===== src/common/conv_op_pkg.sv =====
`default_nettype none

package conv_op_pkg;

    //////////////////////////////////////////////////////////////////////
    // Operation codes
    //////////////////////////////////////////////////////////////////////

    // Widen BF16 to FP32, always exact
    localparam logic [3:0] OP_BF16_TO_FP32 = 4'd0;

    // Narrow FP32 to BF16, round to nearest even
    localparam logic [3:0] OP_FP32_TO_BF16 = 4'd1;

    // Any other opcode is unsupported and leaves both converters idle

    //////////////////////////////////////////////////////////////////////
    // Status word bit positions
    //////////////////////////////////////////////////////////////////////

    // Inexact
    localparam int unsigned FLAG_NX = 0;
    // Underflow, tiny and inexact
    localparam int unsigned FLAG_UF = 1;
    // Overflow to infinity
    localparam int unsigned FLAG_OF = 2;
    // Invalid, signaling NaN seen
    localparam int unsigned FLAG_NV = 3;

endpackage

`default_nettype wire


===== src/common/fp_formats_pkg.sv =====
`default_nettype none

package fp_formats_pkg;

    //////////////////////////////////////////////////////////////////////
    // Field widths
    //////////////////////////////////////////////////////////////////////

    // IEEE-754 single precision
    localparam int unsigned FP32_EXP_W = 8;
    localparam int unsigned FP32_MAN_W = 23;

    // Brain float, same exponent range as FP32 with a short mantissa
    localparam int unsigned BF16_EXP_W = 8;
    localparam int unsigned BF16_MAN_W = 7;

    //////////////////////////////////////////////////////////////////////
    // Special encodings
    //////////////////////////////////////////////////////////////////////

    // All-ones exponent marks infinity and NaN in both formats
    localparam logic [FP32_EXP_W-1:0] EXP_MAX = 8'hFF;

    // Canonical quiet NaNs, sign cleared so the converter can insert it
    localparam logic [15:0] BF16_QNAN = 16'h7FC0;
    localparam logic [31:0] FP32_QNAN = 32'h7FC0_0000;

    //////////////////////////////////////////////////////////////////////
    // Operand views
    //////////////////////////////////////////////////////////////////////

    // FP32 word, full 32 bits
    typedef struct packed {
        logic                  sign;
        logic [FP32_EXP_W-1:0] exponent;
        logic [FP32_MAN_W-1:0] mantissa;
    } fp32_fields_t;

    // BF16 value sitting in the low half of the operand word
    typedef struct packed {
        logic [15:0]           unused;
        logic                  sign;
        logic [BF16_EXP_W-1:0] exponent;
        logic [BF16_MAN_W-1:0] mantissa;
    } bf16_fields_t;

    // Same 32-bit operand, decoded per direction
    typedef union packed {
        fp32_fields_t fp32;
        bf16_fields_t bf16;
    } fp_word_u;

endpackage

`default_nettype wire

===== src/bf16_conversion/bf16_conversion.sv =====
`default_nettype none

module bf16_conversion
    import fp_formats_pkg::*;
    import conv_op_pkg::*;
(
    input  wire logic        clk,
    input  wire logic        arst_n_i,
    // Operation select
    input  wire logic        enable_i,
    input  wire logic [3:0]  operation_i,
    // Shared operand for both directions
    input  wire logic [31:0] operand_i,
    // Input handshake
    input  wire logic        in_valid_i,
    output logic             in_ready_o,
    // Output handshake
    output logic             out_valid_o,
    input  wire logic        out_ready_i,
    // Result with BF16 results zero-extended
    output logic [31:0]      result_o,
    output logic [3:0]       fpcsr_o
);

    // Operand decoded through the union inside each converter
    fp_word_u    operand_w;

    // Converter selects
    logic        sel_b2f;
    logic        sel_f2b;

    // Gated strobes toward each converter
    logic        b2f_in_valid;
    logic        b2f_out_ready;
    logic        f2b_in_valid;
    logic        f2b_out_ready;

    // Converter returns
    logic        b2f_in_ready;
    logic        b2f_out_valid;
    logic [31:0] b2f_result;
    logic [3:0]  b2f_flags;
    logic        f2b_in_ready;
    logic        f2b_out_valid;
    logic [15:0] f2b_result;
    logic [3:0]  f2b_flags;

    assign operand_w = operand_i;

    //////////////////////////////////////////////////////////////////////
    // Dispatch
    //////////////////////////////////////////////////////////////////////

    always_comb begin
        sel_b2f = enable_i & (operation_i == OP_BF16_TO_FP32);
        sel_f2b = enable_i & (operation_i == OP_FP32_TO_BF16);

        // Unselected converter sees an idle bus
        b2f_in_valid  = in_valid_i  & sel_b2f;
        b2f_out_ready = out_ready_i & sel_b2f;
        f2b_in_valid  = in_valid_i  & sel_f2b;
        f2b_out_ready = out_ready_i & sel_f2b;
    end

    always_comb begin
        // Handshake back from whichever converter owns the bus
        in_ready_o  = sel_b2f ? b2f_in_ready  : (sel_f2b ? f2b_in_ready  : 1'b0);
        out_valid_o = sel_b2f ? b2f_out_valid : (sel_f2b ? f2b_out_valid : 1'b0);

        // Result mux reads zero when no direction is active
        result_o = sel_b2f ? b2f_result : (sel_f2b ? {16'h0000, f2b_result} : 32'h0);
        fpcsr_o  = sel_b2f ? b2f_flags  : (sel_f2b ? f2b_flags : 4'h0);
    end

    //////////////////////////////////////////////////////////////////////
    // Converters
    //////////////////////////////////////////////////////////////////////

    bf16_to_fp32 u_bf16_to_fp32 (
        .clk         (clk),
        .arst_n_i    (arst_n_i),
        .operand_i   (operand_w),
        .in_valid_i  (b2f_in_valid),
        .in_ready_o  (b2f_in_ready),
        .out_valid_o (b2f_out_valid),
        .out_ready_i (b2f_out_ready),
        .result_o    (b2f_result),
        .fpcsr_o     (b2f_flags)
    );

    fp32_to_bf16 u_fp32_to_bf16 (
        .clk         (clk),
        .arst_n_i    (arst_n_i),
        .operand_i   (operand_w),
        .in_valid_i  (f2b_in_valid),
        .in_ready_o  (f2b_in_ready),
        .out_valid_o (f2b_out_valid),
        .out_ready_i (f2b_out_ready),
        .result_o    (f2b_result),
        .fpcsr_o     (f2b_flags)
    );

endmodule

`default_nettype wire


===== src/bf16_conversion/fp32_to_bf16.sv =====
`default_nettype none

module fp32_to_bf16
    import fp_formats_pkg::*;
    import conv_op_pkg::*;
(
    input  wire logic     clk,
    input  wire logic     arst_n_i,
    // Operand, read through the FP32 view
    input  wire fp_word_u operand_i,
    // Input handshake
    input  wire logic     in_valid_i,
    output logic          in_ready_o,
    // Output handshake
    output logic          out_valid_o,
    input  wire logic     out_ready_i,
    // Registered BF16 result and flags
    output logic [15:0]   result_o,
    output logic [3:0]    fpcsr_o
);

    // Mantissa bits that do not fit in BF16
    localparam int unsigned DROP_W = FP32_MAN_W - BF16_MAN_W;

    logic                             in_fire;
    logic                             is_nan;
    logic                             is_inf;
    logic [BF16_MAN_W-1:0]            kept_man;
    logic                             guard_bit;
    logic                             round_bit;
    logic                             sticky_bit;
    logic                             inexact;
    logic                             round_up;
    logic [BF16_EXP_W+BF16_MAN_W-1:0] rounded;
    logic [BF16_EXP_W-1:0]            rounded_exp;
    logic [15:0]                      result_d;
    logic [3:0]                       flags_d;

    // Stage takes a new operand when empty or when its result leaves now
    assign in_ready_o = ~out_valid_o | out_ready_i;
    assign in_fire    = in_valid_i & in_ready_o;

    //////////////////////////////////////////////////////////////////////
    // Round to nearest, ties to even
    //////////////////////////////////////////////////////////////////////

    always_comb begin
        is_nan = (operand_i.fp32.exponent == EXP_MAX) && (operand_i.fp32.mantissa != '0);
        is_inf = (operand_i.fp32.exponent == EXP_MAX) && (operand_i.fp32.mantissa == '0);

        // Top mantissa bits survive
        kept_man   = operand_i.fp32.mantissa[FP32_MAN_W-1 -: BF16_MAN_W];
        // First dropped bit, next one, then the OR of the rest
        guard_bit  = operand_i.fp32.mantissa[DROP_W-1];
        round_bit  = operand_i.fp32.mantissa[DROP_W-2];
        sticky_bit = |operand_i.fp32.mantissa[DROP_W-3:0];
        inexact    = guard_bit | round_bit | sticky_bit;

        // Above half rounds up; exactly half rounds up only from an odd LSB
        round_up = guard_bit & (round_bit | sticky_bit | kept_man[0]);

        // Exponent and mantissa added as one field so a carry bumps the exponent
        rounded     = {operand_i.fp32.exponent, kept_man}
                      + {{(BF16_EXP_W + BF16_MAN_W - 1){1'b0}}, round_up};
        rounded_exp = rounded[BF16_EXP_W+BF16_MAN_W-1 -: BF16_EXP_W];

        flags_d = '0;
        if (is_nan) begin
            // Quiet NaN out, sign kept, invalid only for signaling input
            result_d         = {operand_i.fp32.sign, BF16_QNAN[14:0]};
            flags_d[FLAG_NV] = ~operand_i.fp32.mantissa[FP32_MAN_W-1];
        end else if (is_inf) begin
            // Infinity passes through unchanged
            result_d = {operand_i.fp32.sign, EXP_MAX, {BF16_MAN_W{1'b0}}};
        end else begin
            // Carry into 255 already leaves a zero mantissa, i.e. signed infinity
            result_d         = {operand_i.fp32.sign, rounded};
            flags_d[FLAG_NX] = inexact;
            if (rounded_exp == EXP_MAX) begin
                flags_d[FLAG_OF] = 1'b1;
                flags_d[FLAG_NX] = 1'b1;
            end
            // Tiny after rounding and not exact
            flags_d[FLAG_UF] = (rounded_exp == '0) & inexact;
        end
    end

    //////////////////////////////////////////////////////////////////////
    // Output stage
    //////////////////////////////////////////////////////////////////////

    // Valid follows the input whenever the stage can move
    always_ff @(posedge clk or negedge arst_n_i) begin
        if (!arst_n_i) begin
            out_valid_o <= 1'b0;
        end else if (in_ready_o) begin
            out_valid_o <= in_valid_i;
        end
    end

    // Payload holds under back-pressure
    always_ff @(posedge clk) begin
        if (in_fire) begin
            result_o <= result_d;
            fpcsr_o  <= flags_d;
        end
    end

endmodule

`default_nettype wire


===== src/bf16_conversion/bf16_to_fp32.sv =====
`default_nettype none

module bf16_to_fp32
    import fp_formats_pkg::*;
    import conv_op_pkg::*;
(
    input  wire logic     clk,
    input  wire logic     arst_n_i,
    // Operand, only the BF16 view is read
    input  wire fp_word_u operand_i,
    // Input handshake
    input  wire logic     in_valid_i,
    output logic          in_ready_o,
    // Output handshake
    output logic          out_valid_o,
    input  wire logic     out_ready_i,
    // Registered result and flags
    output logic [31:0]   result_o,
    output logic [3:0]    fpcsr_o
);

    logic        in_fire;
    logic        is_nan;
    logic [31:0] result_d;
    logic [3:0]  flags_d;

    // Stage takes a new operand when empty or when its result leaves now
    assign in_ready_o = ~out_valid_o | out_ready_i;
    assign in_fire    = in_valid_i & in_ready_o;

    //////////////////////////////////////////////////////////////////////
    // Widening
    //////////////////////////////////////////////////////////////////////

    always_comb begin
        is_nan  = (operand_i.bf16.exponent == EXP_MAX) && (operand_i.bf16.mantissa != '0);
        flags_d = '0;
        if (is_nan) begin
            // Any NaN leaves as the canonical quiet NaN, sign kept
            result_d         = {operand_i.bf16.sign, FP32_QNAN[30:0]};
            // Quiet bit clear means signaling
            flags_d[FLAG_NV] = ~operand_i.bf16.mantissa[BF16_MAN_W-1];
        end else begin
            // Same exponent range, so just pad the mantissa with zeros
            result_d = {operand_i.bf16.sign,
                        operand_i.bf16.exponent,
                        operand_i.bf16.mantissa,
                        {(FP32_MAN_W - BF16_MAN_W){1'b0}}};
        end
    end

    //////////////////////////////////////////////////////////////////////
    // Output stage
    //////////////////////////////////////////////////////////////////////

    // Valid follows the input whenever the stage can move
    always_ff @(posedge clk or negedge arst_n_i) begin
        if (!arst_n_i) begin
            out_valid_o <= 1'b0;
        end else if (in_ready_o) begin
            out_valid_o <= in_valid_i;
        end
    end

    // Payload holds under back-pressure
    always_ff @(posedge clk) begin
        if (in_fire) begin
            result_o <= result_d;
            fpcsr_o  <= flags_d;
        end
    end

endmodule

`default_nettype wire


===== config.mk =====
export PLATFORM = sky130hd
export DESIGN_NAME = bf16_conversion
export DESIGN_NICKNAME = d
export VERILOG_FILES = /design/src/common/conv_op_pkg.sv /design/src/common/fp_formats_pkg.sv /design/src/bf16_conversion/bf16_conversion.sv /design/src/bf16_conversion/fp32_to_bf16.sv /design/src/bf16_conversion/bf16_to_fp32.sv
export SDC_FILE = /design/constraint.sdc
export NUM_CORES = 1
export LEC_CHECK = 0
export BUFFER_PORTS_ARGS = -buffer_cell sky130_fd_sc_hd__buf_2
export CORE_MARGIN = 2
export CORE_UTILIZATION = 30
export DETAILED_ROUTE_END_ITERATION = 10
export GPL_TIMING_DRIVEN = 0
export SYNTH_ARGS = -nofsm -noshare
export SYNTH_HDL_FRONTEND = slang
export SYNTH_SLANG_ARGS = --single-unit

===== constraint.sdc =====
create_clock -name clk -period 3.95 [get_ports clk]
set_input_delay 0.1975 -clock clk [delete_from_list [all_inputs] [get_ports clk]]
set_output_delay 0.1975 -clock clk [all_outputs]
set_load 0.01 [all_outputs]

==> results summary, run 1 <==
The endpoint class of the critical path is a flip-flop. The CTS buffer count came out at 5. The layer with the highest usage is met2. The max-capacitance violation count came out at 0.

The number of vias in the routed layout is 1681. The overall routing resource usage came out at 12.0%. The final net count is 325. The launch point of the worst reg-to-reg path is u_bf16_to_fp32.out_valid_o. The synthesized cell area is 0.00213 mm^2.

The library cell used most frequently in the layout, excluding fill and tap cells, is buf_2. The initial cell density of the core is 31.2%. The shortest period the worst path allows is 2.11 ns. After clock tree synthesis, the setup repair step added 0 buffers. The transition time of the tightest slew-check pin is 0.950 ns.

The worst-case IR drop observed on VDD is 0.0983 mV. After synthesis, the share of flip-flops with an asynchronous set or reset is 5.13%. Of all nets on the critical path, the largest fanout is 12. The core footprint is 0.00683 mm^2. The number of synthesized flops with an enable pin came out at 37. The maximum level of the CTS H-tree came out at 2. The die width is 88.4 um.

The met3 usage in global routing is 2.33%. Sorting the synthesized cells by area gives the leading types as edfxtp_1 (52%), and2_1 (11%), nor2_1 (2.6%). The worst slack at placement is 1.50 ns. The most used flip-flop cell after synthesis is edfxtp_1. Adding up every negative setup slack in the final design gives 0 ns.

The share of the synthesized area in the top cell type came out at 52.1%. The root buffer cell chosen for the clock tree is clkbuf_8. The number of antenna cells inserted came out at 0.

The number of standard-cell rows in the floorplan came out at 30. The number of gates resized after CTS was 0. The average instance area after synthesis came out at 10.8 um^2.

The final weighted congestion in routability-driven placement came out at 0.806. The tightest slew margin relative to the limit came out at 36.7%. The cell accounting for the most synthesized area is edfxtp_1.

The layout-stage area growth over the synthesis result came out at 29.0%. The detailed-route DRC error count came out at 0. Clock-pin slew was measured on the worst setup and hold paths at 0.07 ns. The number of placed I/O pins is 79.

The buffer depth of the longest clock path came out at 2. The sum of routed wire length over all layers came out at 4610 um. The number of hold buffers added after cts came out at 1. The leftover overflow at the end of global routing is 0.

The gate count of the mapped netlist came out at 198. The TritonCTS clock tree is built. The critical path launch point is operation_i[1].

In this run the remaining antenna-violating nets after routing total 0. The areal power density over the cells came out at 295 mW/mm^2. Global routing used 19.2% of the available met2 tracks. After legalization and detailed placement, the total HPWL measured 3720 um. The final cycle utilization of the critical path is 53.3%.

The number of iterations in the first detailed-routing pass came out at 4. The number of pins exceeding their max-slew limit in the final report came out at 0. The via count of the first global-routing pass is 1450. The number of register bits inferred by synthesis is 39. The worst-skew pair later-pin latency came out at 0.29 ns. The static power due to leakage came out at 1.13 nW.

The maximum number of pins on one net before global-route repair is 18. The flow ran to the end, and the final reports show no timing, DRC or antenna violations. In the layout the commonest cells are buf_2 (79), edfxtp_1 (37), and2_1 (36). The met1 routing resource usage after global routing is 15.9%. The CTS sink count came out at 39. The first global-routing pass estimated 7060 um of wire. The worst setup path is of the in2reg kind. The startpoint identified for the worst hold timing path is operand_i[31]. The total nets after synthesis is 239. After synthesis, flip-flops and latches occupy 54.4% of the total area. The count of buffers added on input and output ports is 77. The post-route clock skew is 0.00301 ns.

Fill cells in the final layout number 726. The number of failing hold endpoints at the final stage came to 0. The violation count after the first detailed-route iteration is 67.

The floorplan step defined a die boundary enclosing 0.00781 mm^2. STA puts the critical path data required time at 3.95 ns. The die extent in y came out at 88.4 um. The total of warnings raised by yosys came out at 0. Of the cells placed in the final design, the portion with a size suffix greater than 1 is 34.4%. The worst-case setup margin in the final layout is 1.84 ns. STA classifies the critical path startpoint as an input port.

Timing would allow up to 475 MHz. Using the TritonRoute via totals, the vias-per-cell ratio works out to 4.41. Setup repair after global routing left no endpoint under its margin.

The wire length per cell after detailed routing came out at 12.1 um. The number of antenna violations at the first check in global routing came out at 0. The count of distinct cell types in the synthesized netlist came out at 37. The class of the tightest hold or removal check is in2reg.

Data arrives at the worst endpoint at 2.11 ns. The count of endpoints failing setup in the final report came out at 0.
==> worst paths after layout <==
| kind | end | slack [ns] | cells after the start |
|---|---|---|---|
| worst max-delay path | u_fp32_to_bf16.result_o[12] | 1.84 | 8 |
| worst min-delay path | u_fp32_to_bf16.result_o[15] | 0.09 | 1 |
| worst min register to register | u_fp32_to_bf16.out_valid_o | 0.57 | 2 |
| worst max register to register | u_bf16_to_fp32.result_o[31] | 2.43 | 1 |
| max in group asynchronous | u_bf16_to_fp32.out_valid_o | 3.63 | 2 |
| min in group asynchronous | u_fp32_to_bf16.out_valid_o | 0.22 | 2 |
==> sequential cells by signal (all words and copies together) (netlist names) <==
signal and cells:
u_bf16_to_fp32.result_o 16, u_fp32_to_bf16.fpcsr_o 4, u_fp32_to_bf16.out_valid_o 1, u_fp32_to_bf16.result_o 16, u_bf16_to_fp32.fpcsr_o 1, u_bf16_to_fp32.out_valid_o 1
==> synthesized netlist by cell type (all sizes together), types with 3 or more instances <==
cell type / instances
edfxtp: 37
and2: 36
nor2: 16
nand2: 13
clkbuf: 12
nand3: 8
nor2b: 7
nor3: 7
nor4: 7
a21oi: 6
xor2: 6
inv: 5
mux2i: 5
nand4: 5
or2: 3
xnor2: 3
==> metal layers <==
metal	part of all wire, %	routed length [um]	vias to the layer above
met5	0	0	-
met4	1.6	72	0
met3	3.6	168	6
met2	49	2270	45
met1	45	2100	761
li1	-	-	869
==> metrics by stage <==
step                cell area (um^2)  power [mW]  hold slack (ns)  instances  utilization (%)
floorplan                       2130       0.517          -0.0981        198                -
global placement                2640       0.560          -0.0142        371             38.6
detailed placement              2660       0.565          -0.0157        372             39.0
CTS                             2750       0.823           0.0769        381             40.3
global route                    2750       0.847           0.0705        381             40.3
finish                          2750       0.811           0.0855        381             40.3
==> layout make-up <==
class / instances / area [um^2] / share of cell area [%]
inverter: 5 / 18.8 / 0.682
buffer: 14 / 55.1 / 2.00
sequential: 39 / 1160 / 42.2
clock inverter: 1 / 5.00 / 0.182
tap: 96 / 120 / 4.36
clock buffer: 7 / 76.3 / 2.77
timing repair buffer: 79 / 410 / 14.9
multi-input combinational: 140 / 907 / 32.9
==> power by group <==
group	switching, mW	total, mW	internal (mW)
logic	0.0486	0.0886	0.0400
registers	0.00578	0.467	0.461
clock network	0.132	0.255	0.124
==> worst max-delay path, stage by stage <==
cell and delay (ns):
buf_2 0.10, or4b_1 0.51, buf_2 0.18, nor2_1 0.12, buf_2 0.21, nand2_1 0.10
a21oi_2 0.45, buf_8 0.23
==> logic make-up (layout without fill, tap and decap cells) <==
family | after synthesis | after routing | share of synthesized area, %
xor gates and xnor gates | 9 | 9 | 3.69
buffers and inverters | 19 | 106 | 3.46
DFF | 39 | 39 | 54.4
muxes | 6 | 6 | 2.87
and+or+nand+nor | 111 | 111 | 31.2
AOI/OAI and AO/OA | 14 | 14 | 4.40
(Power assumes the default switching activity.)
==> run 2: changes to the inputs <==
==> constraint.sdc (replaced) <==
create_clock -name clk -period 1.99 [get_ports clk]
set_input_delay 0.0995 -clock clk [delete_from_list [all_inputs] [get_ports clk]]
set_output_delay 0.0995 -clock clk [all_outputs]
set_load 0.01 [all_outputs]
==> results summary, run 2 (synthesis gave the netlist of run 1 again) <==
Compared with the post-synthesis result, the final layout area differs by 30.4%. The die width is 88.4 um (unchanged). The met2 track demand over resource came out at 20.2% (+0.96 points). The overall power consumption came to 1.64 mW (+100%). The post-route clock skew is 0.00542 ns (+0.00241 ns). The total area of sequential cells is 0.00116 mm^2 (unchanged). The die extent in y came to 88.4 um (unchanged). The leftover overflow at the end of global routing is 0 (unchanged).

The detailed-route DRC error count came out at 0 (unchanged). The maximum number of pins on one net before global-route repair came out at 21 (+3). The worst voltage drop across the vdd grid is 0.266 mV (+170%). The worst setup path is launched from an input port. The static power due to leakage came to 1.14 nW (+0.13%). In the final layout, the registers with the most flip-flops are u_bf16_to_fp32.result_o: 16 flops, u_fp32_to_bf16.result_o: 16 flops, u_fp32_to_bf16.fpcsr_o: 4 flops.

The initial cell density of the core came out at 31.2% (unchanged). The final-layout worst hold slack is 0.0837 ns (-0.00178 ns). The buffer and inverter count on the worst path is 3 (-1).

The number of standard-cell rows in the floorplan was 30 (unchanged). The worst hold path belongs to the class in2reg. The via count of the first global-routing pass came out at 1478 (+1.9%). The final net count is 326 (+0.31%).

The CTS sink count came out at 39 (unchanged). The number of antenna cells inserted is 0 (unchanged). The worst setup path is captured at a flip-flop. Setup repair after global routing left no endpoint under its margin.

The overall routing resource usage came out at 12.1% (+0.15 points). The part of the total power dissipated in sequential elements came out at 57.3% (-0.3 points). The TritonCTS clock tree is built.

The area of the die was 0.00781 mm^2 (unchanged). The core footprint came out at 0.00683 mm^2 (unchanged). The clock-pin slew on the worst setup and hold paths is 0.08 ns (about the same).

The delay of the slowest cell on the worst path was 0.50 ns (about the same). The internal power component came out at 1.24 mW (+98%). The violation count after the first detailed-route iteration is 60 (-10%). The switching power summed over all nets came out at 394 uW (+110%). The areal power density over the cells is 587 mW/mm^2 (+99%).

Leaving out fill and tap cells, the most frequent cell in the layout is buf_2. The buffer depth of the longest clock path is 2 (unchanged). The met1 routing resource usage after global routing is 15.7% (-0.14 points). The final standard cell area without fillers came out at 0.00278 mm^2 (+1.1%). The area used by multi-input combinational logic is 938 um^2 (+3.4%). The shortest period the worst path allows is 1.82 ns. The max-capacitance violation count came to 0 (unchanged).

The via density per instance is 4.37 (-0.86%). The maximum level of the CTS H-tree is 2 (unchanged). The endpoint required time on the critical path is 1.94 ns (-2.01 ns).

The layout cell share with drive strength beyond 1 came out at 34.6% (+0.23 points). The placement-stage cell area is 0.00266 mm^2 (-0.28%). The kind of critical path is in2reg. The clock share of power came out at 31.8% (+0.3 points). The worst-skew pair later-pin latency is 0.29 ns (about the same). The number of vias in the routed layout is 1671 (-0.59%).

The sum of routed wire length over all layers came out at 4750 um (+2.9%). The tightest slew margin relative to the limit is 55.2% (+19 points). The first-pass GRT wire length came to 7180 um (+1.7%). The top fanout value on the critical path is 10 (-2). Static timing analysis puts the maximum clock frequency at 548 MHz. The cell chosen for the clock root is clkbuf_8.

The switching part of the total is 24.1% (+1.2 points). The combinational fraction of design power came out at 10.9% (about the same). The number of placed I/O pins came to 79 (unchanged). Among all stages on the critical path, the largest delay is contributed by or4b_1. The number of iterations in the first detailed-routing pass came out at 4 (unchanged).

The critical path goes through buf_2 > or4b_1 > buf_2 > nor2_1 > buf_2 > nand2_1 > a21oi_4. The placed wire-length estimate after detailed placement is 3620 um (-2.7%). The CTS buffer count came out at 5 (unchanged). The final weighted congestion in routability-driven placement is 0.761 (-5.6%). By instance count, the cell type seen most on the critical path is buf_2. The number of failing hold endpoints at the final stage is 0 (unchanged). The antenna violation net count after detailed routing is 0 (unchanged). The data arrival at the endpoint of the critical path came to 1.78 ns (-0.33 ns). In the layout the commonest cells are buf_2 (79), edfxtp_1 (37), and2_1 (36). The count of endpoints failing setup in the final report is 0 (unchanged). The number of I/O port buffers came out at 77 (unchanged). The transition time of the tightest slew-check pin is 0.667 ns (-0.283 ns).

The wire length per cell after detailed routing came out at 12.4 um (+2.7%). The number of pins exceeding their max-slew limit in the final report was 0 (unchanged). The met3 usage in global routing is 2.24% (-0.093 points). The number of antenna violations at the first check in global routing came out at 0 (unchanged).

The run finished with clean final reports. The number of fillers in the final layout came out at 711 (-2.1%). After global routing, the most crowded layer is met2. Of the available clock period, the critical path in the final layout requires 91.6%. Broken down by cell family, the worst path's largest delay share belongs to simple AND/OR/NAND/NOR gates.
==> run 2: changes by cell type in the layout (fill, tap and decap cells not counted) <==
cell / delta
a21oi_4: +3
buf_8: -1
dlygate4sd3_1: +1
a21oi_2: -2
clkinvlp_4: +1
clkbuf_1: -1
==> run 2: final timing paths <==
path	start	to	slack, ns	cells past startpoint
max in group asynchronous	arst_n_i	u_fp32_to_bf16.out_valid_o	1.76	2
worst min register to register	u_bf16_to_fp32.out_valid_o	u_bf16_to_fp32.out_valid_o	0.60	2
worst min-delay path	operand_i[14]	u_bf16_to_fp32.result_o[30]	0.08	2
worst max register to register	u_bf16_to_fp32.out_valid_o	u_bf16_to_fp32.result_o[29]	0.68	1
min in group asynchronous	arst_n_i	u_bf16_to_fp32.out_valid_o	0.13	2
worst max-delay path	operation_i[1]	u_fp32_to_bf16.result_o[14]	0.17	7
==> run 2: power by group through the flow <==
stage | registers, mW | clock network [mW] | logic, mW
detailed placement | 0.947 | 0 | 0.174
global route | 0.939 | 0.566 | 0.206
CTS | 0.928 | 0.537 | 0.177
global placement | 0.946 | 0 | 0.171
floorplan | 0.944 | 0 | 0.0866
finish | 0.937 | 0.520 | 0.179
==> run 2: metal layers <==
| layer | share of wire [%] | vias up |
|---|---|---|
| li1 | - | 875 |
| met1 | 46 | 743 |
| met2 | 49 | 47 |
| met3 | 4.1 | 6 |
| met4 | 1.5 | 0 |
| met5 | 0 | - |
==> run 2: final cells by class <==
cell class | count | area share (%)
flip-flops and latches | 39 | 41.7
multi-input cells | 141 | 33.7
repair buffers | 79 | 14.6
well taps | 96 | 4.31
clock buffers | 6 | 2.61
plain buffers | 14 | 1.98
inverters | 5 | 0.674
clock inverters | 2 | 0.449
==> run 2: timing repair <==
action | CTS | global route
buffers inserted | 0 | 0
setup endpoints to repair | 0 | 37
hold buffers | 2 | 0
hold endpoints to repair | 3 | 0
resized for setup | 0 | 2
==> run 2: through the flow <==
step	utilization [%]	std cells	setup TNS (ns)	setup slack (ns)
floorplan	-	198	0	0.0846
global placement	38.9	371	-9.99	-0.283
detailed placement	38.9	371	-10.70	-0.293
CTS	40.4	381	0	0.0115
global route	40.8	382	0	0.00828
finish	40.8	382	0	0.167
